--- config.mk ---
export PLATFORM = sky130hd
export DESIGN_NAME = lock_top
export DESIGN_NICKNAME = d
export VERILOG_FILES = /design/src/hdl/lock_pkg.sv /design/src/hdl/lock_top.sv /design/src/hdl/buzzer_tone.sv /design/src/hdl/code_entry.sv /design/src/hdl/lockout_timer.sv /design/src/hdl/key_decoder.sv
export SDC_FILE = /design/constraint.sdc
export NUM_CORES = 1
export LEC_CHECK = 0
export ABC_CLOCK_PERIOD_IN_PS = 4900
export CAP_MARGIN = 20
export CORE_UTILIZATION = 61
export CTS_CLUSTER_SIZE = 30
export DETAILED_ROUTE_END_ITERATION = 6
export DONT_BUFFER_PORTS = 1
export PLACE_DENSITY_LB_ADDON = 0.05
export SLEW_MARGIN = 10
export SYNTH_ARGS = -nofsm -noshare
export SYNTH_HDL_FRONTEND = slang
export SYNTH_HIERARCHICAL = 1
export SYNTH_SLANG_ARGS = --single-unit
--- constraint.sdc ---
create_clock -name clk -period 4.9 [get_ports clk]
set_input_delay 0.245 -clock clk [delete_from_list [all_inputs] [get_ports clk]]
set_output_delay 0.245 -clock clk [all_outputs]
set_load 0.03 [all_outputs]
--- src/hdl/lock_pkg.sv ---
package lock_pkg;

    typedef logic [15:0] keys_t;   // one-hot keypad lines
    typedef logic [3:0]  key_t;    // decoded key code
    typedef logic [3:0]  nibble_t; // one display position
    typedef logic [11:0] disp_t;   // leftmost position in [11:8]
    typedef logic [7:0]  bcd_t;    // two bcd digits
    typedef logic [1:0]  tries_t;

    typedef enum logic [1:0] {
        TONE_CLICK,
        TONE_PASS,
        TONE_FAIL
    } tone_t;

    localparam key_t KEY_ENTER = 4'd10;
    localparam key_t KEY_CLEAR = 4'd11;
    localparam key_t KEY_RESET = 4'd12;
    localparam key_t KEY_NONE  = 4'd15;

    localparam nibble_t NIB_BLANK = 4'hf;
    localparam nibble_t NIB_A     = 4'ha;   // "S" shows as 5

    localparam disp_t DISP_BLANK = {3{NIB_BLANK}};
    localparam disp_t PASSCODE   = 12'h246;
    localparam disp_t PASS_DISP  = {NIB_A, 4'h5, 4'h5};

    localparam int   MAX_TRIES   = 3;
    localparam bcd_t LOCK_START  = 8'h20;
    localparam int   TICK_CYCLES = 16;      // scaled down for simulation
    localparam int   TICK_W      = $clog2(TICK_CYCLES);

    localparam int HALF_CLICK  = 4;
    localparam int HALF_PASS   = 2;
    localparam int HALF_FAIL   = 8;
    localparam int HALF_W      = $clog2(HALF_FAIL);
    localparam int LEN_CLICK   = 32;
    localparam int LEN_PASS    = 96;
    localparam int LEN_FAIL    = 64;
    localparam int LEN_W       = $clog2(LEN_PASS);
    localparam int FAIL_GAP_LO = 24;        // fail tone silent from here
    localparam int FAIL_GAP_HI = 39;        // up to and including here

endpackage
--- src/hdl/lock_top.sv ---
`timescale 1ns/1ps

module lock_top (
    input  logic             clk,
    input  logic             rst_n,
    input  lock_pkg::keys_t  keys,
    output lock_pkg::disp_t  disp,
    output lock_pkg::tries_t tries,
    output logic             locked,
    output logic             unlocked,
    output logic             buzzer
);
    import lock_pkg::*;

    key_t  key_code;
    logic  key_press;
    bcd_t  lock_count;
    logic  lock_running;
    logic  lock_start;
    logic  tone_req;
    tone_t tone_kind;
    logic  tone_ack;

    key_decoder u_key_decoder (
        .clk       (clk),
        .rst_n     (rst_n),
        .keys      (keys),
        .key_code  (key_code),
        .key_press (key_press)
    );

    lockout_timer u_lockout_timer (
        .clk          (clk),
        .rst_n        (rst_n),
        .lock_start   (lock_start),
        .lock_count   (lock_count),
        .lock_running (lock_running)
    );

    code_entry u_code_entry (
        .clk          (clk),
        .rst_n        (rst_n),
        .key_code     (key_code),
        .key_press    (key_press),
        .lock_count   (lock_count),
        .lock_running (lock_running),
        .lock_start   (lock_start),
        .tone_req     (tone_req),
        .tone_kind    (tone_kind),
        .tone_ack     (tone_ack),
        .disp         (disp),
        .tries        (tries),
        .locked       (locked),
        .unlocked     (unlocked)
    );

    buzzer_tone u_buzzer_tone (
        .clk       (clk),
        .rst_n     (rst_n),
        .tone_req  (tone_req),
        .tone_kind (tone_kind),
        .tone_ack  (tone_ack),
        .buzzer    (buzzer)
    );

endmodule

--- src/hdl/buzzer_tone.sv ---
`timescale 1ns/1ps

module buzzer_tone (
    input  logic            clk,
    input  logic            rst_n,
    input  logic            tone_req,
    input  lock_pkg::tone_t tone_kind,
    output logic            tone_ack,
    output logic            buzzer
);
    import lock_pkg::*;

    tone_t            kind_q;
    logic             active;
    logic             phase;
    logic [LEN_W-1:0]  len_cnt;
    logic [HALF_W-1:0] half_cnt;
    logic [LEN_W-1:0]  len_last;
    logic [HALF_W-1:0] half_last;
    logic             accept;
    logic             in_gap;

    assign accept = tone_req && !tone_ack;

    always_comb begin
        case (kind_q)
            TONE_PASS: begin
                half_last = HALF_W'(HALF_PASS - 1);
                len_last  = LEN_W'(LEN_PASS - 1);
            end
            TONE_FAIL: begin
                half_last = HALF_W'(HALF_FAIL - 1);
                len_last  = LEN_W'(LEN_FAIL - 1);
            end
            default: begin
                half_last = HALF_W'(HALF_CLICK - 1);
                len_last  = LEN_W'(LEN_CLICK - 1);
            end
        endcase
    end

    assign in_gap = (kind_q == TONE_FAIL) && (len_cnt >= LEN_W'(FAIL_GAP_LO))
                    && (len_cnt <= LEN_W'(FAIL_GAP_HI));
    assign buzzer = active && phase && !in_gap;

    always_ff @(posedge clk) begin
        if (accept) begin
            kind_q <= tone_kind;
        end
    end

    always_ff @(posedge clk) begin
        if (!rst_n) begin
            tone_ack <= 1'b0;
            active   <= 1'b0;
            phase    <= 1'b0;
            len_cnt  <= '0;
            half_cnt <= '0;
        end else if (accept) begin
            tone_ack <= 1'b1;
            active   <= 1'b1;   // restarts any tone still playing
            phase    <= 1'b1;
            len_cnt  <= '0;
            half_cnt <= '0;
        end else begin
            if (!tone_req && tone_ack) begin
                tone_ack <= 1'b0;
            end
            if (active) begin
                len_cnt <= len_cnt + 1'b1;
                if (half_cnt == half_last) begin
                    half_cnt <= '0;
                    phase    <= ~phase;
                end else begin
                    half_cnt <= half_cnt + 1'b1;
                end
                if (len_cnt == len_last) begin
                    active <= 1'b0;
                    phase  <= 1'b0;
                end
            end
        end
    end

endmodule

--- src/hdl/code_entry.sv ---
`timescale 1ns/1ps

module code_entry (
    input  logic             clk,
    input  logic             rst_n,
    input  lock_pkg::key_t   key_code,
    input  logic             key_press,
    input  lock_pkg::bcd_t   lock_count,
    input  logic             lock_running,
    output logic             lock_start,
    output logic             tone_req,
    output lock_pkg::tone_t  tone_kind,
    input  logic             tone_ack,
    output lock_pkg::disp_t  disp,
    output lock_pkg::tries_t tries,
    output logic             locked,
    output logic             unlocked
);
    import lock_pkg::*;

    typedef enum logic [1:0] {
        ST_ENTRY,
        ST_OPEN,
        ST_LOCKED
    } entry_state_t;

    entry_state_t state;
    logic [1:0]   cnt;          // digits held, 0 to 3
    logic         digit_ok;
    logic         enter_ok;
    logic         code_match;
    logic         ev_valid;
    tone_t        ev_kind;
    logic         hs_idle;
    logic         slot_busy;
    logic         pend_valid;
    tone_t        pend_kind;

    always_comb begin
        digit_ok   = (state == ST_ENTRY) && key_press && (key_code <= 4'd9) && (cnt != 2'd3);
        enter_ok   = (state == ST_ENTRY) && key_press && (key_code == KEY_ENTER) && (cnt == 2'd3);
        code_match = (disp == PASSCODE);
        ev_valid   = digit_ok || enter_ok;
        ev_kind    = digit_ok ? TONE_CLICK : (code_match ? TONE_PASS : TONE_FAIL);
        hs_idle    = !tone_req && !tone_ack;    // previous handshake fully closed
        slot_busy  = pend_valid && !hs_idle;    // slot still full after this cycle
    end

    always_ff @(posedge clk) begin
        if (!rst_n) begin
            state      <= ST_ENTRY;
            disp       <= DISP_BLANK;
            cnt        <= 2'd0;
            tries      <= '0;
            locked     <= 1'b0;
            unlocked   <= 1'b0;
            lock_start <= 1'b0;
        end else begin
            lock_start <= 1'b0;
            case (state)
                ST_ENTRY: begin
                    if (digit_ok) begin
                        disp <= {disp[7:0], key_code};  // shift in from the right
                        cnt  <= cnt + 2'd1;
                    end else if (enter_ok) begin
                        cnt <= 2'd0;
                        if (code_match) begin
                            disp     <= PASS_DISP;
                            tries    <= '0;
                            unlocked <= 1'b1;
                            state    <= ST_OPEN;
                        end else if (tries == tries_t'(MAX_TRIES - 1)) begin
                            disp       <= {nibble_t'(0), LOCK_START};
                            tries      <= '0;
                            lock_start <= 1'b1;
                            locked     <= 1'b1;
                            state      <= ST_LOCKED;
                        end else begin
                            disp  <= DISP_BLANK;
                            tries <= tries + 1'b1;
                        end
                    end else if (key_press && key_code == KEY_CLEAR) begin
                        disp <= DISP_BLANK;
                        cnt  <= 2'd0;
                    end else if (key_press && key_code == KEY_RESET) begin
                        disp  <= DISP_BLANK;
                        cnt   <= 2'd0;
                        tries <= '0;
                    end
                end
                ST_OPEN: begin
                    if (key_press && key_code == KEY_RESET) begin
                        disp     <= DISP_BLANK;
                        unlocked <= 1'b0;
                        state    <= ST_ENTRY;
                    end
                end
                ST_LOCKED: begin
                    // timer loads one cycle after the start pulse
                    if (!lock_start) begin
                        if (!lock_running) begin
                            disp   <= DISP_BLANK;
                            locked <= 1'b0;
                            state  <= ST_ENTRY;
                        end else begin
                            disp <= {nibble_t'(0), lock_count};
                        end
                    end
                end
                default: state <= ST_ENTRY;
            endcase
        end
    end

    // four-phase req/ack towards the buzzer, one pending event
    always_ff @(posedge clk) begin
        if (!rst_n) begin
            tone_req   <= 1'b0;
            tone_kind  <= TONE_CLICK;
            pend_valid <= 1'b0;
            pend_kind  <= TONE_CLICK;
        end else begin
            if (tone_req && tone_ack) begin
                tone_req <= 1'b0;
            end
            if (hs_idle && pend_valid) begin
                tone_req   <= 1'b1;
                tone_kind  <= pend_kind;
                pend_valid <= 1'b0;
            end
            if (ev_valid) begin
                if (hs_idle && !pend_valid) begin
                    tone_req  <= 1'b1;
                    tone_kind <= ev_kind;
                end else if (!slot_busy || ev_kind != TONE_CLICK) begin
                    pend_valid <= 1'b1;     // pass/fail beats a waiting click
                    pend_kind  <= ev_kind;
                end
            end
        end
    end

endmodule

--- src/hdl/lockout_timer.sv ---
`timescale 1ns/1ps

module lockout_timer (
    input  logic          clk,
    input  logic          rst_n,
    input  logic          lock_start,
    output lock_pkg::bcd_t lock_count,
    output logic          lock_running
);
    import lock_pkg::*;

    logic [TICK_W-1:0] presc;
    logic              tick;
    bcd_t              count_dec;

    assign tick = (presc == TICK_W'(TICK_CYCLES - 1));

    // bcd step down, low digit borrows from the high one
    always_comb begin
        if (lock_count[3:0] == 4'd0) begin
            count_dec = {lock_count[7:4] - 4'd1, 4'd9};
        end else begin
            count_dec = {lock_count[7:4], lock_count[3:0] - 4'd1};
        end
    end

    always_ff @(posedge clk) begin
        if (!rst_n) begin
            presc        <= '0;
            lock_count   <= '0;
            lock_running <= 1'b0;
        end else if (lock_start) begin
            presc        <= '0;         // restart also while running
            lock_count   <= LOCK_START;
            lock_running <= 1'b1;
        end else if (lock_running) begin
            if (tick) begin
                presc      <= '0;
                lock_count <= count_dec;
                if (lock_count == 8'h01) begin
                    lock_running <= 1'b0; // falls together with 00
                end
            end else begin
                presc <= presc + 1'b1;
            end
        end
    end

endmodule

--- src/hdl/key_decoder.sv ---
`timescale 1ns/1ps

module key_decoder (
    input  logic           clk,
    input  logic           rst_n,
    input  lock_pkg::keys_t keys,
    output lock_pkg::key_t  key_code,
    output logic           key_press
);
    import lock_pkg::*;

    keys_t keys_q;
    key_t  code_cur;
    key_t  code_prev;

    // keypad wiring order, not binary order
    always_comb begin
        case (keys_q)
            16'h0008: code_cur = 4'd0;
            16'h0080: code_cur = 4'd1;
            16'h0040: code_cur = 4'd2;
            16'h0020: code_cur = 4'd3;
            16'h0800: code_cur = 4'd4;
            16'h0400: code_cur = 4'd5;
            16'h0200: code_cur = 4'd6;
            16'h8000: code_cur = 4'd7;
            16'h4000: code_cur = 4'd8;
            16'h2000: code_cur = 4'd9;
            16'h0001: code_cur = KEY_ENTER;
            16'h1000: code_cur = KEY_CLEAR;
            16'h0100: code_cur = KEY_RESET;
            default:  code_cur = KEY_NONE; // idle, multi-hot, unused lines
        endcase
    end

    always_ff @(posedge clk) begin
        if (!rst_n) begin
            keys_q    <= '0;
            code_prev <= KEY_NONE;
        end else begin
            keys_q    <= keys;
            code_prev <= code_cur;
        end
    end

    assign key_code  = code_cur;
    assign key_press = (code_cur != KEY_NONE) && (code_cur != code_prev); // edge only

endmodule

# [Word level (Yosys, flattened, before mapping)]
# Index checks and enable logic that the tools add are counted.
[op_classes] n_reduce_logical=55 bitwise_logic=6 muxes=72 eq_ne=40 add_sub_neg=7 n_lt_le_gt_ge=3
[ops] cell="two-way mux 12 bit" count=8
[ops] cell="one-hot mux 4 bit (13 select lines)" count=1
[ops] cell="two-way mux 2 bit" count=19
[ops] cell="one-hot mux 12 bit (3 select lines)" count=1
[ops] cell="two-way mux 1 bit" count=32
[ops] cell="two-way mux 6 bit" count=4
[ops] cell="logical AND 1 bit" count=19
[ops] cell="nonzero test 2 bit" count=9
[ops] cell="== test 16 x 1 -> 1 bit (second input constant)" count=1
[ops] cell="== test 16 x 10 -> 1 bit (second input constant)" count=1
[ops] cell="== test 16 x 11 -> 1 bit (second input constant)" count=1
[ops] cell="== test 16 x 12 -> 1 bit (second input constant)" count=1
[ops] cell="== test 16 x 13 -> 1 bit (second input constant)" count=1
[ops] cell="== test 16 x 14 -> 1 bit (second input constant)" count=1
[ops] cell="== test 16 x 15 -> 1 bit (second input constant)" count=1
[ops] cell="== test 16 bit (second input constant)" count=1
[ops] cell="== test 16 x 4 -> 1 bit (second input constant)" count=1
[ops] cell="== test 16 x 6 -> 1 bit (second input constant)" count=1
[ops] cell="== test 16 x 7 -> 1 bit (second input constant)" count=1
[ops] cell="== test 16 x 8 -> 1 bit (second input constant)" count=1
[ops] cell="== test 16 x 9 -> 1 bit (second input constant)" count=1
[ops] cell="== test 4 bit (second input constant)" count=4
[ops] cell="one-hot mux 7 bit (2 select lines)" count=1
[ops] cell="== test 12 x 10 -> 1 bit (second input constant)" count=1
[ops] cell="other kinds (38)" count=71
[totals] output_inout_bits=17 reg_bits=75 input_bits=18 word_cells=207

# [Logic depth before layout (Yosys ltp)]
[logic_depth] depth_word=13 ltp_mapped=14 mapped_depth_nobuf=11

# [Cells and area by module]
# Netlist, hierarchy kept.
[by_module_without_submodules] module="code_entry" instances=1 area_per_inst_um2=1722.9 seq_area_each_um2=540.5 cells_per_inst=228
[by_module_without_submodules] module="key_decoder" instances=1 area_per_inst_um2=1122.3 seq_area_each_um2=400.4 cells_per_inst=129
[by_module_without_submodules] module="buzzer_tone" instances=1 area_per_inst_um2=770.7 seq_area_each_um2=320.3 cells_per_inst=86
[by_module_without_submodules] module="lockout_timer" instances=1 area_per_inst_um2=625.6 seq_area_each_um2=260.2 cells_per_inst=67

# [Worst setup path before layout]
# Ideal clock, no wire load.
[synth_path] kind="reg2reg" from="register u_key_decoder.keys_q[8]" to="register u_code_entry.unlocked" t_required_ns=4.830 stages_incl_launch_ff=14 setup_ns=0.070 t_arrival_ns=3.812 path_slack_ns=1.017 period_less_slack_ns=3.883 n_path_buf=2 cell_sequence="dfxtp_1 > buf_6 > or4_4 > or4_4 > or4_4 > o2111ai_2 > xnor2_1 > a32oi_1 > nand4b_1 > or3_1 > buf_2 > nor3_1 > mux2_1 > a21oi_1"
[synth_between] elab_chain_cells=9 elab_cells_between_ends=30 cone_classes="1 x order compare; 20 x eq/ne; 1 x mux; 8 x reduce/logical"
[synth_lines] item="start, declared" line_no="key_decoder.sv:12" source="keys_t keys_q;"
[synth_lines] item="start signal, assigned" line_no="key_decoder.sv:41" source="keys_q <= keys;"
[synth_lines] item="== test 16 x 9 -> 1 bit (tied with other cells)" line_no="key_decoder.sv:18" source="case (keys_q)"
[synth_lines] item="one-hot mux 4 bit (13 select lines) (*)" line_no="key_decoder.sv:18"
[synth_lines] item="net key_code[1]" line_no="lock_top.sv:15" source="key_t key_code;"
[synth_lines] item="!= test 4 bit" line_no="key_decoder.sv:47" source="assign key_press = (code_cur != KEY_NONE) && (code_cur != code_prev);"
[synth_lines] item="logical AND 1 bit (*)" line_no="key_decoder.sv:47"
[synth_lines] item="net key_press" line_no="lock_top.sv:16" source="logic key_press;"
[synth_lines] item="logical AND 1 bit" line_no="code_entry.sv:40, code_entry.sv:41"
[synth_lines] item="logical AND 1 bit, on equally long branches (2 in series)" line_no="code_entry.sv:40, code_entry.sv:41"
[synth_lines] item="!= test 2 bit (no line) / != test 2 x 1 -> 1 bit (equally long branches)"
[synth_lines] item="AND reduction 5 bit (no line) (*)"
[synth_lines] item="end signal, assigned" line_no="code_entry.sv:56" source="unlocked <= 1'b0;"
[synth_lines] item="end signal, assigned" line_no="code_entry.sv:70" source="unlocked <= 1'b1;"
[synth_lines] item="end signal, assigned" line_no="code_entry.sv:94" source="unlocked <= 1'b0;"
[synth_lines] item="end, declared" line_no="code_entry.sv:17" source="output logic unlocked"
# The timed path passes the listed nets; every way through them passes the cells marked *.
# A chain may end at the register's enable or synchronous reset.

# [Worst setup path after layout]
[layout_path] from="register u_key_decoder.keys_q[5]" to="register u_code_entry.unlocked"
# The elaborated chain is that of the path after synthesis.

==> results.cfg <==
[cts]
clock_path_buffers = 2
clock-root-buffer = clkbuf_8
post-cts-setup-buffers = 0
numCtsBuffers = 9
cts.repair.resized = 0
cts_tree = built
clk_pin_slew_ps = 80
worstSkewPairLatency_ps = 340
htreeDepth = 3
clock-sinks = 75

[logic_synthesis]
yosysTopAreaCellShare_pct = 34.5
ys_seq_area_share_pct = 35.9
post_synth_num_cell_types = 74
synth_mux_area_share_pct = 2.45
synth_edf_count = 2
synth_area_leader_cell = dfxtp_1
synth_area_um2 = 4240
synth_fa_ha_area_share_pct = 3.78
synth_xor_area_share_pct = 4.34
synth_nets = 540
synth.area.top_cells = dfxtp_1 (34%), a21oi_1 (5.0%), nor2_1 (4.1%)
synth_compound_area_share_pct = 21.7
synth_cells = 510
synth_flop_cell = dfxtp_1
yosys.area_share.simple_pct = 27.1
synth_top_family_by_area = simple AND/OR/NAND/NOR gates
synth-async-reset-ratio_pct = 0
ys_ff_latch = 75
synth.avg_cell_area_um2 = 8.32
yosys_warnings = 6

[power]
p_leak_nw = 1.58
powerDensity_nw_per_um2 = 262
seqPwrFrac_pct = 54.4
pwr-share-comb_pct = 5.5
switchingPower_mw = 0.288
irDropWorstVdd_mv = 0.209
power_frac_clock_pct = 40.1
p_sw_share_pct = 24.6
internal-power_mw = 0.884

[sta]
fin_tns_setup_ps = 0
post-route-period-util_pct = 86.5
skew_ps = 6.77
maxSlewViolCount = 0
fmax_mhz = 236
rsz0062_at_grt = no
hold_viol = 0
tightest_slew_ps = 833
period_minus_slack_ps = 4240
slew_headroom_pct = 44.3
setup-violations-final = 0

[global_route]
antenna_found_initial = 0
grt_pass1_wl_um = 16700
grt_max_degree = 30
grt_pass1_vias = 3552
grt_usage_pct = 29.0
overflow = 0

[floorplan]
start_util_pct = 62.8
die_h_um = 85.4
die_x_um = 85.4
io_pins = 35
core_area_um2 = 6760
rows = 30
dieArea_um2 = 7290

[outcome]
status = completed

[drt]
first_pass_iters = 5
vias = 3769
routed_via_density = 6.42
wl_um = 10100
drc = 0
final_antenna_net_count = 0
wire_per_inst_um = 17.3
drt-initial-drc-count = 197

[critical_path]
start_kind = register
path_class = reg2reg
arrival_ps = 4510
worstPathRequired_ps = 5170
worstPathMaxFanout = 7
worstSetupEndpointType = register

[place]
gp_congestion = 0.880
placed_cell_area_um2 = 4220
dp_hpwl_um = 7080
port_buffers = 0

[finish]
stdcell_area_um2 = 4470
antenna_cells = 0
syn2layout_area_growth_pct = 5.28
nets = 532
drive_gt1_share_pct = 6.51
final.fill_count = 597

[hold_path]
hold_class = in2reg

[job]
cap_violations = 0
-- critical path: stages (launching register included) --
cell and delay [ps]:
dfxtp_1 360, or4_1 650, or4_4 470, or4_4 490, o2111ai_2 170, xnor2_1 110
a32oi_1 350, nand4b_1 210, or3_1 540, nor3_1 310, mux2_1 360, a21oi_1 120
-- layout by cell type (no fill, tap or decap), types with 8 or more instances in the layout --
cell type  synthesis  routed
o21ai_0           33      33
xnor2_1            8       8
clkbuf_8           0       9
nor4_1            13      13
ha_1              12      12
o211ai_1           9       9
xor2_1            13      13
inv_1             17      17
a21oi_1           42      42
and2_1            19      19
nand2b_1           8       8
dfxtp_1           73      73
nor3_1            11      11
nor2_1            46      46
or4_1              8       8
nand2_1           36      36
nand3_1           14      14
-- logic make-up after synthesis --
group | Yosys count
and+or+nand+nor | 205
DFF | 75
xor gates and xnor gates | 21
AOI/OAI and AO/OA | 142
buffers and inverters | 44
adders and majority gates | 13
muxes | 10
-- cells in the mapped netlist, types with 7 or more instances --
library cell	n
o211ai_1	9
mux2i_1	7
nand4_1	7
nand3_1	14
dfxtp_1	73
o21ai_0	33
nor3_1	11
o21ai_1	7
clkbuf_1	17
inv_1	17
nor4_1	13
a221o_1	7
nand2_1	36
xnor2_1	8
a21oi_1	42
nand2b_1	8
xor2_1	13
ha_1	12
nor2_1	46
and2_1	19
or4_1	8
-- power groups by stage --
stage	sequential [mW]	clock, mW	combinational [mW]
after global routing	0.639	0.509	0.0707
after floorplan	0.643	0	0.0569
after global placement	0.651	0	0.0592
after detailed placement	0.651	0	0.0588
after CTS	0.637	0.482	0.0620
final	0.637	0.470	0.0645
-- sequential cells by signal, summed over array words and instances (netlist names), 2 cells and up --
signal / count
u_buzzer_tone/half_cnt: 3
u_buzzer_tone/kind_q: 2
u_buzzer_tone/len_cnt: 7
u_code_entry/cnt: 2
u_code_entry/disp: 12
u_code_entry/pend_kind: 2
u_code_entry/state: 2
u_code_entry/tone_kind: 2
u_code_entry/tries: 2
u_key_decoder/code_prev: 4
u_key_decoder/keys_q: 16
u_lockout_timer/lock_count: 8
u_lockout_timer/presc: 4
-- worst paths after layout --
path                             startpoint                       to  slack, ps  cells after the start
setup / recovery    u_key_decoder/keys_q[5]    u_code_entry/unlocked        660                     11
hold / removal                        rst_n  u_key_decoder/keys_q[7]         30                      1
setup reg to reg    u_key_decoder/keys_q[5]    u_code_entry/unlocked        660                     11
hold reg to reg   u_code_entry/tone_kind[1]  u_buzzer_tone/kind_q[1]        430                      0
-- routing by layer --
| layer | GRT usage, % | vias up | share of wire, % |
|---|---|---|---|
| met2 | 48.4 | 135 | 48 |
| li1 | - | 1865 | - |
| met1 | 35.5 | 1748 | 43 |
| met4 | 11.8 | 0 | 2.3 |
| met3 | 7.78 | 21 | 7.0 |
| met5 | 0 | - | 0 |
-- stage by stage --
step | hold WS [ps] | utilization [%] | worst slack, ps | std cells | power, mW
after floorplan | 363 | - | 1020 | 510 | 0.700
after global placement | 316 | 62.5 | 838 | 566 | 0.710
after detailed placement | 320 | 62.5 | 711 | 566 | 0.710
after CTS | 4.91 | 65.6 | 679 | 584 | 1.18
after global routing | 5.64 | 66.1 | 293 | 587 | 1.22
final | 28.0 | 66.1 | 660 | 587 | 1.17
-- final cells by class --
cell class / instances / area (um2) / share of cell area, %
tap: 80 / 100 / 2.24
sequential: 75 / 1520 / 34.1
timing repair buffer: 8 / 72.6 / 1.63
inverter: 17 / 63.8 / 1.43
multi-input combinational: 391 / 2510 / 56.3
clock buffer: 10 / 128 / 2.86
clock inverter: 6 / 65.1 / 1.46
-- repair_timing --
item	CTS	global route
hold buffers	2	3
endpoints found under the setup margin	0	0
hold endpoints to repair	9	2
Note: power is estimated with default switching activity, not from simulation.
